`src/rtl/uart_dbg_pkg.sv`:
```
// Protocol byte codes, byte and field types, channel struct and engine states
package uart_dbg_pkg;

  ////////////////////
  // Widths
  ////////////////////

  // One serial data byte
  typedef logic [7:0]  byte_t;
  // Address or length field of a command
  typedef logic [63:0] field_t;

  ////////////////////
  // Protocol codes
  ////////////////////

  localparam byte_t CMD_READ  = 8'h11;
  localparam byte_t CMD_WRITE = 8'h12;
  localparam byte_t CODE_ACK  = 8'h06;
  localparam byte_t CODE_EOT  = 8'h04;

  // Bytes per address or length field, sent LSB first
  localparam int unsigned FIELD_BYTES = 8;

  // Byte channel, data travels with req
  typedef struct packed {
    logic  req;
    byte_t data;
  } byte_req_t;

  // Command engine states
  typedef enum logic [2:0] {
    IDLE,
    GET_ADDR,
    GET_LEN,
    SEND_ACK,
    MOVE_DATA,
    SEND_EOT,
    REPLY_ACK
  } engine_state_e;

endpackage

```
`src/rtl/uart_byte_rx.sv`:
```
// UART byte receiver with baud oversampling, parity check and req/ack byte output
`timescale 1ns/1ps

module uart_byte_rx #(
  parameter int unsigned CLKS_PER_BIT = 8,
  parameter bit          PARITY_EN    = 1'b1
) (
  input  logic                    clk,
  input  logic                    rst_n_i,
  input  logic                    rx_i,
  output uart_dbg_pkg::byte_req_t chan_o,
  input  logic                    ack_i,
  output logic                    parity_err_o
);

  import uart_dbg_pkg::*;

  localparam int unsigned CNT_W = $clog2(CLKS_PER_BIT + 1);
  typedef logic [CNT_W-1:0] baud_cnt_t;
  localparam baud_cnt_t HALF_CNT = baud_cnt_t'(CLKS_PER_BIT / 2 - 1);
  localparam baud_cnt_t FULL_CNT = baud_cnt_t'(CLKS_PER_BIT - 1);

  typedef enum logic [2:0] {
    RX_IDLE,
    RX_START,
    RX_DATA,
    RX_PARITY,
    RX_STOP
  } rx_state_e;

  rx_state_e  state_q;
  baud_cnt_t  cnt_q;
  logic [2:0] bit_idx_q;
  byte_t      shift_q;
  logic       par_q;
  logic       rx_meta_q;
  logic       rx_s_q;
  logic       req_q;
  byte_t      out_q;
  logic       hold_q;
  byte_t      hold_data_q;
  logic       perr_q;
  logic       tick;
  logic       par_ok;
  logic       byte_done;
  logic       par_fail;
  logic       chan_free;
  logic       drain;
  logic       direct;
  logic       load_hold;
  logic       overrun;

  // Two-flop synchronizer, line idles high
  always_ff @(posedge clk) begin
    if (!rst_n_i) begin
      rx_meta_q <= 1'b1;
      rx_s_q    <= 1'b1;
    end else begin
      rx_meta_q <= rx_i;
      rx_s_q    <= rx_meta_q;
    end
  end

  ////////////////////
  // Bit sampling
  ////////////////////

  // Start bit is checked at half period, all later bits at mid-bit
  assign tick = (state_q == RX_START) ? (cnt_q == HALF_CNT) : (cnt_q == FULL_CNT);

  always_ff @(posedge clk) begin
    if (!rst_n_i) begin
      state_q   <= RX_IDLE;
      cnt_q     <= '0;
      bit_idx_q <= '0;
    end else begin
      cnt_q <= (state_q == RX_IDLE || tick) ? '0 : cnt_q + 1'b1;
      case (state_q)
        RX_IDLE: if (!rx_s_q) state_q <= RX_START;
        RX_START: begin
          if (tick) begin
            bit_idx_q <= '0;
            // Glitch shorter than half a bit is ignored
            state_q   <= rx_s_q ? RX_IDLE : RX_DATA;
          end
        end
        RX_DATA: begin
          if (tick) begin
            bit_idx_q <= bit_idx_q + 1'b1;
            if (bit_idx_q == 3'd7) state_q <= PARITY_EN ? RX_PARITY : RX_STOP;
          end
        end
        RX_PARITY: if (tick) state_q <= RX_STOP;
        RX_STOP: if (tick) state_q <= RX_IDLE;
        default: state_q <= RX_IDLE;
      endcase
    end
  end

  // LSB arrives first
  always_ff @(posedge clk) begin
    if (state_q == RX_DATA && tick) shift_q <= {rx_s_q, shift_q[7:1]};
    if (state_q == RX_PARITY && tick) par_q <= rx_s_q;
  end

  // Even parity: parity bit equals XOR of data bits
  assign par_ok    = !PARITY_EN || (par_q == ^shift_q);
  assign byte_done = (state_q == RX_STOP) && tick && rx_s_q && par_ok;
  assign par_fail  = (state_q == RX_STOP) && tick && !par_ok;

  ////////////////////
  // Output buffer
  ////////////////////

  assign chan_free = !req_q && !ack_i;
  assign drain     = chan_free && hold_q;
  assign direct    = byte_done && chan_free && !hold_q;
  assign load_hold = byte_done && (hold_q ? chan_free : !chan_free);
  assign overrun   = byte_done && hold_q && !chan_free;

  always_ff @(posedge clk) begin
    if (!rst_n_i) begin
      req_q  <= 1'b0;
      hold_q <= 1'b0;
      perr_q <= 1'b0;
    end else begin
      if (req_q && ack_i) req_q <= 1'b0;
      else if (drain || direct) req_q <= 1'b1;
      if (load_hold) hold_q <= 1'b1;
      else if (drain) hold_q <= 1'b0;
      // Sticky until reset
      if (par_fail) perr_q <= 1'b1;
    end
  end

  always_ff @(posedge clk) begin
    if (drain) out_q <= hold_data_q;
    else if (direct) out_q <= shift_q;
    if (load_hold) hold_data_q <= shift_q;
  end

  assign chan_o       = '{req: req_q, data: out_q};
  assign parity_err_o = perr_q;

  // Four-phase rule, req only falls after ack
  a_req_fall: assert property (@(posedge clk) disable iff (!rst_n_i)
    $fell(req_q) |-> $past(ack_i));

  // Sender spacing must leave room in the single buffer
  a_no_overrun: assert property (@(posedge clk) disable iff (!rst_n_i) !overrun);

endmodule

```
`src/rtl/uart_byte_tx.sv`:
```
// UART byte transmitter framing one byte per req/ack transfer
`timescale 1ns/1ps

module uart_byte_tx #(
  parameter int unsigned CLKS_PER_BIT = 8,
  parameter bit          PARITY_EN    = 1'b1
) (
  input  logic                    clk,
  input  logic                    rst_n_i,
  input  uart_dbg_pkg::byte_req_t chan_i,
  output logic                    ack_o,
  output logic                    tx_o
);

  import uart_dbg_pkg::*;

  localparam int unsigned CNT_W = $clog2(CLKS_PER_BIT + 1);
  typedef logic [CNT_W-1:0] baud_cnt_t;
  localparam baud_cnt_t FULL_CNT = baud_cnt_t'(CLKS_PER_BIT - 1);

  typedef enum logic [2:0] {
    TX_IDLE,
    TX_START,
    TX_DATA,
    TX_PARITY,
    TX_STOP
  } tx_state_e;

  tx_state_e  state_q;
  baud_cnt_t  cnt_q;
  logic [2:0] bit_idx_q;
  byte_t      shift_q;
  logic       par_q;
  logic       tx_q;
  logic       ack_q;
  logic       tick;
  logic       latch;

  assign tick  = (cnt_q == FULL_CNT);
  // New byte only between frames and after the previous transfer closed
  assign latch = (state_q == TX_IDLE) && chan_i.req && !ack_q;

  always_ff @(posedge clk) begin
    if (!rst_n_i) begin
      state_q   <= TX_IDLE;
      cnt_q     <= '0;
      bit_idx_q <= '0;
      tx_q      <= 1'b1;
      ack_q     <= 1'b0;
    end else begin
      cnt_q <= (state_q == TX_IDLE || tick) ? '0 : cnt_q + 1'b1;
      if (latch) ack_q <= 1'b1;
      else if (ack_q && !chan_i.req) ack_q <= 1'b0;
      case (state_q)
        TX_IDLE: begin
          tx_q <= 1'b1;
          if (latch) begin
            tx_q    <= 1'b0;
            state_q <= TX_START;
          end
        end
        TX_START: begin
          if (tick) begin
            tx_q      <= shift_q[0];
            bit_idx_q <= '0;
            state_q   <= TX_DATA;
          end
        end
        TX_DATA: begin
          if (tick) begin
            bit_idx_q <= bit_idx_q + 1'b1;
            if (bit_idx_q != 3'd7) begin
              tx_q <= shift_q[1];
            end else if (PARITY_EN) begin
              tx_q    <= par_q;
              state_q <= TX_PARITY;
            end else begin
              tx_q    <= 1'b1;
              state_q <= TX_STOP;
            end
          end
        end
        TX_PARITY: begin
          if (tick) begin
            tx_q    <= 1'b1;
            state_q <= TX_STOP;
          end
        end
        TX_STOP: if (tick) state_q <= TX_IDLE;
        default: state_q <= TX_IDLE;
      endcase
    end
  end

  // Shift register moves right after each data bit
  always_ff @(posedge clk) begin
    if (latch) begin
      shift_q <= chan_i.data;
      par_q   <= ^chan_i.data;
    end else if (state_q == TX_DATA && tick) begin
      shift_q <= {1'b0, shift_q[7:1]};
    end
  end

  assign ack_o = ack_q;
  assign tx_o  = tx_q;

  // Sender keeps data steady for the whole req/ack overlap
  a_data_stable: assert property (@(posedge clk) disable iff (!rst_n_i)
    (chan_i.req && ack_o) |=> (!(chan_i.req && ack_o) || $stable(chan_i.data)));

endmodule

```
`src/rtl/uart_dbg_engine.sv`:
```
// Debug command engine with parser, byte memory and reply sequencer
`timescale 1ns/1ps

module uart_dbg_engine #(
  parameter int unsigned MEM_DEPTH = 64
) (
  input  logic                    clk,
  input  logic                    rst_n_i,
  input  uart_dbg_pkg::byte_req_t rx_chan_i,
  output logic                    rx_ack_o,
  output uart_dbg_pkg::byte_req_t tx_chan_o,
  input  logic                    tx_ack_i
);

  import uart_dbg_pkg::*;

  localparam int unsigned AW    = $clog2(MEM_DEPTH);
  localparam int unsigned IDX_W = $clog2(FIELD_BYTES);
  typedef logic [AW-1:0]    mem_addr_t;
  typedef logic [IDX_W-1:0] field_idx_t;

  engine_state_e state_q;
  logic          is_read_q;
  field_idx_t    idx_q;
  field_t        field_q;
  field_t        len_q;
  mem_addr_t     addr_q;
  logic          rx_ack_q;
  logic          tx_req_q;
  byte_t         tx_data_q;
  byte_t         mem_q [MEM_DEPTH];

  logic   rx_take;
  field_t field_next;
  logic   field_last;
  logic   sending;
  logic   tx_free;
  logic   tx_raise;
  logic   tx_done;
  logic   mem_we;
  logic   step;
  byte_t  tx_byte;

  ////////////////////
  // Channel control
  ////////////////////

  // Every byte is taken, unexpected ones are simply dropped
  assign rx_take = rx_chan_i.req && !rx_ack_q;

  assign sending  = (state_q == SEND_ACK) || (state_q == SEND_EOT) ||
                    (state_q == REPLY_ACK) || (state_q == MOVE_DATA && is_read_q);
  assign tx_free  = !tx_req_q && !tx_ack_i;
  assign tx_raise = sending && tx_free;
  assign tx_done  = tx_req_q && tx_ack_i;

  // Fields come LSB first, so shift in from the top
  assign field_next = {rx_chan_i.data, field_q[$bits(field_t)-1:8]};
  assign field_last = (idx_q == field_idx_t'(FIELD_BYTES - 1));

  // One data byte moved, paced by tx for reads and by rx for writes
  assign step   = (state_q == MOVE_DATA) && (is_read_q ? tx_done : rx_take);
  assign mem_we = (state_q == MOVE_DATA) && !is_read_q && rx_take;

  always_comb begin
    case (state_q)
      MOVE_DATA: tx_byte = mem_q[addr_q];
      SEND_EOT:  tx_byte = CODE_EOT;
      default:   tx_byte = CODE_ACK;
    endcase
  end

  ////////////////////
  // Command FSM
  ////////////////////

  always_ff @(posedge clk) begin
    if (!rst_n_i) begin
      state_q   <= IDLE;
      is_read_q <= 1'b0;
      idx_q     <= '0;
      len_q     <= '0;
      addr_q    <= '0;
      rx_ack_q  <= 1'b0;
      tx_req_q  <= 1'b0;
    end else begin
      if (rx_take) rx_ack_q <= 1'b1;
      else if (rx_ack_q && !rx_chan_i.req) rx_ack_q <= 1'b0;
      if (tx_done) tx_req_q <= 1'b0;
      else if (tx_raise) tx_req_q <= 1'b1;

      case (state_q)
        IDLE: begin
          idx_q <= '0;
          if (rx_take) begin
            case (rx_chan_i.data)
              CODE_ACK: state_q <= REPLY_ACK;
              CMD_READ: begin
                is_read_q <= 1'b1;
                state_q   <= GET_ADDR;
              end
              CMD_WRITE: begin
                is_read_q <= 1'b0;
                state_q   <= GET_ADDR;
              end
              default: state_q <= IDLE;
            endcase
          end
        end
        GET_ADDR: begin
          if (rx_take) begin
            idx_q <= idx_q + 1'b1;
            if (field_last) begin
              // Only the low bits reach the memory, accesses wrap
              addr_q  <= field_next[AW-1:0];
              state_q <= GET_LEN;
            end
          end
        end
        GET_LEN: begin
          if (rx_take) begin
            idx_q <= idx_q + 1'b1;
            if (field_last) begin
              len_q   <= field_next;
              state_q <= SEND_ACK;
            end
          end
        end
        SEND_ACK: if (tx_done) state_q <= (len_q == '0) ? SEND_EOT : MOVE_DATA;
        MOVE_DATA: begin
          if (step) begin
            addr_q <= addr_q + 1'b1;
            len_q  <= len_q - 1'b1;
            if (len_q == field_t'(1)) state_q <= SEND_EOT;
          end
        end
        SEND_EOT, REPLY_ACK: if (tx_done) state_q <= IDLE;
        default: state_q <= IDLE;
      endcase
    end
  end

  ////////////////////
  // Data path
  ////////////////////

  always_ff @(posedge clk) begin
    if (rx_take && (state_q == GET_ADDR || state_q == GET_LEN)) field_q <= field_next;
    if (tx_raise) tx_data_q <= tx_byte;
  end

  // Byte memory
  always_ff @(posedge clk) begin
    if (mem_we) mem_q[addr_q] <= rx_chan_i.data;
  end

  assign rx_ack_o  = rx_ack_q;
  assign tx_chan_o = '{req: tx_req_q, data: tx_data_q};

  a_state_legal: assert property (@(posedge clk) disable iff (!rst_n_i)
    state_q inside {IDLE, GET_ADDR, GET_LEN, SEND_ACK, MOVE_DATA, SEND_EOT, REPLY_ACK});

  // Transmitter must have closed the previous transfer first
  a_tx_req_rise: assert property (@(posedge clk) disable iff (!rst_n_i)
    $rose(tx_req_q) |-> !$past(tx_ack_i));

endmodule

```
`src/rtl/uart_dbg_top.sv`:
```
// UART debug server top level with receiver, transmitter and command engine
`timescale 1ns/1ps

module uart_dbg_top #(
  parameter int unsigned CLKS_PER_BIT = 8,
  parameter bit          PARITY_EN    = 1'b1,
  parameter int unsigned MEM_DEPTH    = 64
) (
  input  logic clk,
  input  logic rst_n_i,
  input  logic uart_rx_i,
  output logic uart_tx_o,
  output logic parity_err_o
);

  import uart_dbg_pkg::*;

  byte_req_t rx_chan;
  logic      rx_ack;
  byte_req_t tx_chan;
  logic      tx_ack;

  ////////////////////
  // Serial side
  ////////////////////

  uart_byte_rx #(
    .CLKS_PER_BIT (CLKS_PER_BIT),
    .PARITY_EN    (PARITY_EN)
  ) uart_byte_rx_i (
    .clk          (clk),
    .rst_n_i      (rst_n_i),
    .rx_i         (uart_rx_i),
    .chan_o       (rx_chan),
    .ack_i        (rx_ack),
    .parity_err_o (parity_err_o)
  );

  uart_byte_tx #(
    .CLKS_PER_BIT (CLKS_PER_BIT),
    .PARITY_EN    (PARITY_EN)
  ) uart_byte_tx_i (
    .clk     (clk),
    .rst_n_i (rst_n_i),
    .chan_i  (tx_chan),
    .ack_o   (tx_ack),
    .tx_o    (uart_tx_o)
  );

  // Command handling and memory
  uart_dbg_engine #(
    .MEM_DEPTH (MEM_DEPTH)
  ) uart_dbg_engine_i (
    .clk       (clk),
    .rst_n_i   (rst_n_i),
    .rx_chan_i (rx_chan),
    .rx_ack_o  (rx_ack),
    .tx_chan_o (tx_chan),
    .tx_ack_i  (tx_ack)
  );

endmodule

```
`config.mk`:
```
export PLATFORM = sky130hd
export DESIGN_NAME = uart_dbg_top
export DESIGN_NICKNAME = d
export VERILOG_FILES = /design/src/rtl/uart_dbg_pkg.sv /design/src/rtl/uart_byte_rx.sv /design/src/rtl/uart_byte_tx.sv /design/src/rtl/uart_dbg_engine.sv /design/src/rtl/uart_dbg_top.sv
export SDC_FILE = /design/constraint.sdc
export NUM_CORES = 1
export LEC_CHECK = 0
export BUFFER_PORTS_ARGS = -buffer_cell sky130_fd_sc_hd__buf_2
export CAP_MARGIN = 20
export CORE_UTILIZATION = 45
export CTS_BUF_LIST = sky130_fd_sc_hd__clkbuf_4 sky130_fd_sc_hd__clkbuf_8
export DETAILED_ROUTE_END_ITERATION = 6
export GPL_TIMING_DRIVEN = 0
export SLEW_MARGIN = 15
export SYNTH_ARGS = -nofsm -noshare
export SYNTH_HDL_FRONTEND = slang
export SYNTH_HIERARCHICAL = 1
export SYNTH_SLANG_ARGS = --single-unit
```
`constraint.sdc`:
```
create_clock -name clk -period 5.76 [get_ports clk]
set_input_delay 0.288 -clock clk [delete_from_list [all_inputs] [get_ports clk]]
set_output_delay 0.288 -clock clk [all_outputs]
set_load 0.05 [all_outputs]
```
# [Word level (Yosys, flattened, before mapping)]
# Memory sizes are Yosys's and may differ from the RTL's. A register that Yosys moved wholly into a read port is not among the register bits.
# Cells that the tools add are included.
[word_totals] output_inout_bits=2 elab_cells=226 regBits=212 in_bits=3 n_memories=1 ram_bits=512
[classes] n_eq_ne=47 muxes=66 bitwise_logic=1 addsub=7 n_reduce_logical=76
[memory_table] memory="uart_dbg_engine_i.mem_q" words=64 word_bits=8 read_ports=1 rd_ports_with_merged_regs=1 wr=1 line="uart_dbg_engine.sv:31" text="byte_t mem_q [MEM_DEPTH];"
[op_table] operator="64-bit two-way mux" count=3
[op_table] operator="64-bit one-hot mux with 2 select lines" count=1
[op_table] operator="3-bit two-way mux" count=24
[op_table] operator="64-bit by 1-bit == test with 1-bit output (second input constant)" count=1
[op_table] operator="64-bit logical NOT" count=1
[op_table] operator="64-bit by 1-bit subtractor with 64-bit output (second input constant)" count=1
[op_table] operator="2-bit by 1-bit inequality test with 1-bit output (second input constant)" count=19
[op_table] operator="8-bit two-way mux" count=4
[op_table] operator="6-bit two-way mux" count=5
[op_table] operator="3-bit one-hot mux with 5 select lines" count=2
[op_table] operator="1-bit logical AND" count=26
[op_table] operator="3-bit one-hot mux with 2 select lines" count=4
[op_table] operator="2-bit nonzero test" count=11
[op_table] operator="3-bit == test (second input constant)" count=7
[op_table] operator="3-bit by 2-bit == test with 1-bit output (second input constant)" count=6
[op_table] operator="3-bit one-hot mux with 6 select lines" count=1
[op_table] operator="1-bit two-way mux" count=17
[op_table] operator="8-bit by 5-bit == test with 1-bit output (second input constant)" count=2
[op_table] operator="8-bit one-hot mux with 2 select lines" count=1
[op_table] operator="8-bit parity" count=2
[op_table] operator="2-bit OR reduction" count=7
[op_table] operator="6-bit one-hot mux with 2 select lines" count=1
[op_table] operator="4-bit AND reduction" count=3
[op_table] operator="6-bit AND reduction" count=2
[op_table] operator="21 further kinds" count=46

# [Depth between registers and ports, before layout]
[depth] depth_word=9 depth_mapped=11

# [By module]
# Netlist, hierarchy kept.
[modules_own_cells] module="uart_dbg_engine" n_inst=1 seq_area_each_um2=18998.2 cells_each=1691 area_each_um2=27244.9
[modules_own_cells] module="uart_byte_rx" n_inst=1 seq_area_each_um2=1051.0 cells_each=130 area_each_um2=1697.9
[modules_own_cells] module="uart_byte_tx" n_inst=1 seq_area_each_um2=510.5 cells_each=95 area_each_um2=1089.8

# [Least setup slack after synthesis]
# OpenSTA, ideal clock, no wires.
[synth_timing] path_kind="register to register" startpoint="reg uart_byte_rx_i.req_q" endpoint="reg uart_dbg_engine_i.field_q[10] (enable)" t_required_ns=5.204 arrival_ns=5.011 setup_time_ns=0.556 path_slack_ns=0.193 stages_incl_launch_ff=6 cell_sequence="dfxtp_1 -> buf_4 -> ha_1 -> clkbuf_8 -> nor2b_1 -> a21boi_0"
[synth_between] elab_chain_cells=2
[synth_rtl] item="start, declared" line="uart_byte_rx.sv:38" text="logic req_q;"
[synth_rtl] item="start signal, assigned" line="uart_byte_rx.sv:123" text="req_q <= 1'b0;"
[synth_rtl] item="start signal, assigned" line="uart_byte_rx.sv:127" text="if (req_q && ack_i) req_q <= 1'b0;"
[synth_rtl] item="start signal, assigned" line="uart_byte_rx.sv:128" text="else if (drain || direct) req_q <= 1'b1;"
[synth_rtl] item="1-bit logical AND" line="uart_dbg_engine.sv:49" text="assign rx_take = rx_chan_i.req && !rx_ack_q;"
[synth_rtl] item="net uart_dbg_engine_i.rx_take" line="uart_dbg_engine.sv:33" text="logic rx_take;"
[synth_rtl] item="1-bit logical AND" line="uart_dbg_engine.sv:148" text="if (rx_take && (state_q == GET_ADDR || state_q == GET_LEN)) field_q <= field_next;"
[synth_rtl] item="end signal, assigned" line="uart_dbg_engine.sv:148"
[synth_rtl] item="end, declared" line="uart_dbg_engine.sv:25" text="field_t field_q;"
# The timed path passes the listed nets, and every way through them passes these cells.
# A chain may end at the register's enable or synchronous reset.

==> results_dict.tcl <==
set metrics [dict create \
    outcome "finished, final reports clean" \
    dp.final_hpwl_mm 55.00 \
    synth.lib_cells_used.distinct 92 \
    final-hold-violation-count 0 \
    setup_slack_ns 1.708 \
    finalClockSkew_ns 0.06425 \
    core_region_area_um2 65860 \
    yosys_register_bits 722 \
    io_buffers 4 \
    hold_class "input port to flip-flop" \
    slowest_stage_cell_crit_path "sky130_fd_sc_hd__clkbuf_1" \
    detailroute.via_count 18540 \
    critical_path.n_buffers_inverters 3 \
    power.ir.vdd_worst_mv 0.2554 \
    cts_hold_buffers 2 \
    top_layer "met4" \
    setup_repair_after_global_routing_missed_its_margin "no" \
    setup.worst_path.end "uart_dbg_engine_i/tx_data_q[7]" \
    count_of_boundary_i_o_pins 5 \
    slew_worst_pin_ns 1.237 \
    crit_family "buffers and inverters" \
    drt_first_pass_iters 5 \
    die-area_um2 67780 \
    setup.worst_path.end_class "flip-flop" \
    proportion_of_register_bits_with_asynchronous_set_or_reset_after_synthesis_pct 0 \
    synth-edff-count 610 \
    timing.final.crit_share_pct 70.34 \
    drive_gt1_share_pct 20.31 \
    cts.sink_count 722 \
    finalNonFillerCells 3031 \
    detailed_place.area_um2 31650 \
    vias_per_cell 6.117 \
    grt_antenna_before_repair 1 \
    cts_repair_resize_count 0 \
    synthCells 1916 \
    switching_share_pct 20.68 \
    leakage_power_nw 10.94 \
    synth_top_area_share_pct 60.99 \
    tritoncts.num_buffers 116 \
    syn-num-nets 1933 \
    drcViolationCount 0 \
    vias_in_the_first_global_route 18160 \
    initial_core_util_pct 45.60 \
    metal2_wl_mm 38.57 \
    overflow 0 \
    crit_required_ns 6.18 \
    cellPowerDensity_nw_per_um2 294.5 \
    maxCapViolations 0 \
    cts.path.max_buffers 3 \
    finish.net_count 2083 \
    die_h_um 260.3 \
    first_pass_grt_wire_length_mm 120.8 \
    slowest_delay_ns 0.79 \
    placement_rows 94 \
    synth-seq-area-share_pct 68.46 \
    tritoncts "built" \
    synthTopCellsByArea "sky130_fd_sc_hd__edfxtp_1 (61%), sky130_fd_sc_hd__mux4_2 (11%), sky130_fd_sc_hd__dfxtp_1 (7.5%)" \
    pin_count_of_the_biggest_net_entering_global_routing 32 \
    fmaxAchievable_mhz 246.8 \
    die_width_um 260.3 \
    startpoint_type "flip-flop" \
    wl_per_instance_um 27.22 \
    reg2regPathDepth 8 \
    mappedNetlistArea_um2 30030 \
    cts_post_setup_buffers_inserted 0 \
    slew_headroom_pct 17.53 \
    synthDominantAreaCellType "sky130_fd_sc_hd__edfxtp_1" \
    p_int_mw 7.946 \
    min_tclk_post_route_ns 4.052 \
    detailedPlace.worstSlack_ns 1.499 \
    share_comb_of_total_power_pct 0.4 \
    route.antenna.remaining_nets 0 \
    dominantRegCellSynth "sky130_fd_sc_hd__edfxtp_1" \
    pwr-share-seq_pct 55.8 \
    setup_viol 0 \
    postSynthAreaPerCell_um2 15.67 \
    netSwitchingPower_mw 2.072 \
    path_common_cell "sky130_fd_sc_hd__buf_2" \
    area_growth_syn_to_layout_pct 13.26 \
    htreeDepth 3 \
    crit_arrival_ns 4.47 \
    worstSetupPathType "flip-flop to flip-flop" \
    routed-wl-met3_mm 6.430 \
    clk_root_buffer_cell "sky130_fd_sc_hd__clkbuf_8" \
    path_depth 8 \
    routed_wirelength_mm 82.51 \
    grtUsageTotal_pct 24.55 \
    critical_path.max_fanout 10 \
    synth-warning-count 6 \
    crit_chain "buf_2 -> buf_2 -> clkbuf_1 -> mux4_2 -> o22ai_1 -> a211oi_1 -> a21oi_1 -> o21ai_0" \
    timing.reg2reg.setup_slack_ns 1.71 \
    clockPowerShare_pct 43.9 \
    clock_pin_transition_on_the_worst_setup_and_hold_timing_paths_ns 0.06 \
    first_iter_violations 1948 \
    routedLengthMet1_mm 34.53 \
    fill_cells 5501 \
    critical_path.reg2reg.endpoint "uart_dbg_engine_i/tx_data_q[7]" \
    dpl.cell_count 2809 \
    gpl_congestion 0.9501 \
    insertion_delay_ns 0.75 \
    timing_max_transition_violations_final 0 \
    final_cell_area_um2 34010 \
]
[through the flow]
stage | power [mW] | utilization (%) | TNS, ns | hold WS [ns]
final | 10.02 | 51.64 | 0 | 0.3053
after detailed placement | 5.730 | 48.05 | 0 | 0.4011
after global routing | 10.33 | 51.64 | 0 | 0.3154
after global placement | 5.730 | 47.27 | -126.43 | 0.3998
after floorplan | 5.714 | - | 0 | 0.3863
after CTS | 10.12 | 51.62 | 0 | 0.2480
[power groups by stage]
stage	Combinational (mW)	Clock (mW)	Sequential, mW
floorplan	0.0183	0	5.70
global placement	0.0342	0	5.70
finish	0.0363	4.40	5.59
CTS	0.0356	4.50	5.59
detailed placement	0.0342	0	5.70
global route	0.0378	4.71	5.58
[worst min path at each step]
stage	from	endpoint	cells after the start
after floorplan	uart_byte_rx_i/rx_meta_q	uart_byte_rx_i/rx_s_q	1
after global placement	uart_byte_rx_i/rx_meta_q	uart_byte_rx_i/rx_s_q	1
after detailed placement	uart_byte_rx_i/rx_meta_q	uart_byte_rx_i/rx_s_q	1
after CTS	uart_rx_i	uart_byte_rx_i/rx_meta_q	3
after global routing	uart_rx_i	uart_byte_rx_i/rx_meta_q	3
final	uart_rx_i	uart_byte_rx_i/rx_meta_q	3
[registers in the layout, summed over array words and instances, names as in the netlist, 6 cells and up, named ones only]
register,flops
uart_dbg_engine_i/mem_q,512
uart_dbg_engine_i/len_q,64
uart_dbg_engine_i/field_q,56
uart_byte_rx_i/hold_data_q,8
uart_byte_rx_i/out_q,8
uart_byte_rx_i/shift_q,8
uart_byte_tx_i/shift_q,8
uart_dbg_engine_i/tx_data_q,8
uart_dbg_engine_i/addr_q,6
[routing by layer]
metal	vias to the layer above	global-route usage [%]
met5	-	0
met4	0	8.918
met3	198	5.128
met2	808	38.56
met1	9544	33.86
li1	7991	-
[worst reg2reg max path, delay by kind of cell, from the launching register on]
family          cells  cell delay (ns)
buf+inv             3             1.66
compound gates      4             1.36
mux                 1             0.40
flops               1             0.32
[layout by cell type (no fill, tap or decap), types with 15 or more instances in the layout]
master and instances:
sky130_fd_sc_hd__dfxtp_1 112, sky130_fd_sc_hd__inv_1 24, sky130_fd_sc_hd__clkbuf_8 125, sky130_fd_sc_hd__clkinv_1 37
sky130_fd_sc_hd__o21ai_0 69, sky130_fd_sc_hd__edfxtp_1 610, sky130_fd_sc_hd__nor4_1 23, sky130_fd_sc_hd__clkinv_2 17
sky130_fd_sc_hd__mux4_2 147, sky130_fd_sc_hd__xnor2_1 15, sky130_fd_sc_hd__nor2_1 171, sky130_fd_sc_hd__mux2i_1 19
sky130_fd_sc_hd__o22ai_1 20, sky130_fd_sc_hd__nand3_1 56, sky130_fd_sc_hd__clkbuf_1 63, sky130_fd_sc_hd__nor3_1 43
sky130_fd_sc_hd__buf_1 17, sky130_fd_sc_hd__buf_2 25, sky130_fd_sc_hd__clkbuf_4 36, sky130_fd_sc_hd__a31oi_1 15
sky130_fd_sc_hd__nand2_1 104, sky130_fd_sc_hd__nand4_1 19, sky130_fd_sc_hd__a21oi_1 61
[area by class of cell]
| type | count | area (um^2) | area share [%] |
|---|---|---|---|
| tap | 864 | 1081 | 3.178 |
| multi-input combinational | 1058 | 8881 | 26.11 |
| inverter | 25 | 93.84 | 0.2759 |
| sequential | 722 | 20560 | 60.44 |
| buffer | 111 | 530.5 | 1.560 |
| antenna | 1 | 2.502 | 0.007357 |
| clock inverter | 63 | 421.7 | 1.240 |
| clock buffer | 155 | 1908 | 5.610 |
| timing repair buffer | 32 | 535.5 | 1.574 |
[kinds of logic (layout without fill, tap and decap cells)]
| group | after synthesis | after routing | synth area share [%] |
|---|---|---|---|
| muxes | 181 | 181 | 12.31 |
| AOI/OAI and AO/OA | 299 | 299 | 6.624 |
| buffers and inverters | 136 | 386 | 2.062 |
| other | 0 | 1 | 0 |
| xor gates and xnor gates | 24 | 24 | 0.7749 |
| and+or+nand+nor | 539 | 539 | 9.157 |
| adders and majority gates | 15 | 15 | 0.6166 |
| DFF | 722 | 722 | 68.46 |
[cells in the mapped netlist, types with 24 or more instances]
| master | instances |
|---|---|
| sky130_fd_sc_hd__nand2_1 | 104 |
| sky130_fd_sc_hd__mux4_2 | 147 |
| sky130_fd_sc_hd__nand3_1 | 56 |
| sky130_fd_sc_hd__clkbuf_1 | 63 |
| sky130_fd_sc_hd__edfxtp_1 | 610 |
| sky130_fd_sc_hd__nor2_1 | 171 |
| sky130_fd_sc_hd__dfxtp_1 | 112 |
| sky130_fd_sc_hd__a21oi_1 | 61 |
| sky130_fd_sc_hd__inv_1 | 24 |
| sky130_fd_sc_hd__nor4_1 | 24 |
| sky130_fd_sc_hd__o21ai_0 | 69 |
| sky130_fd_sc_hd__nor3_1 | 43 |
Power figures use the tool's default switching activity.
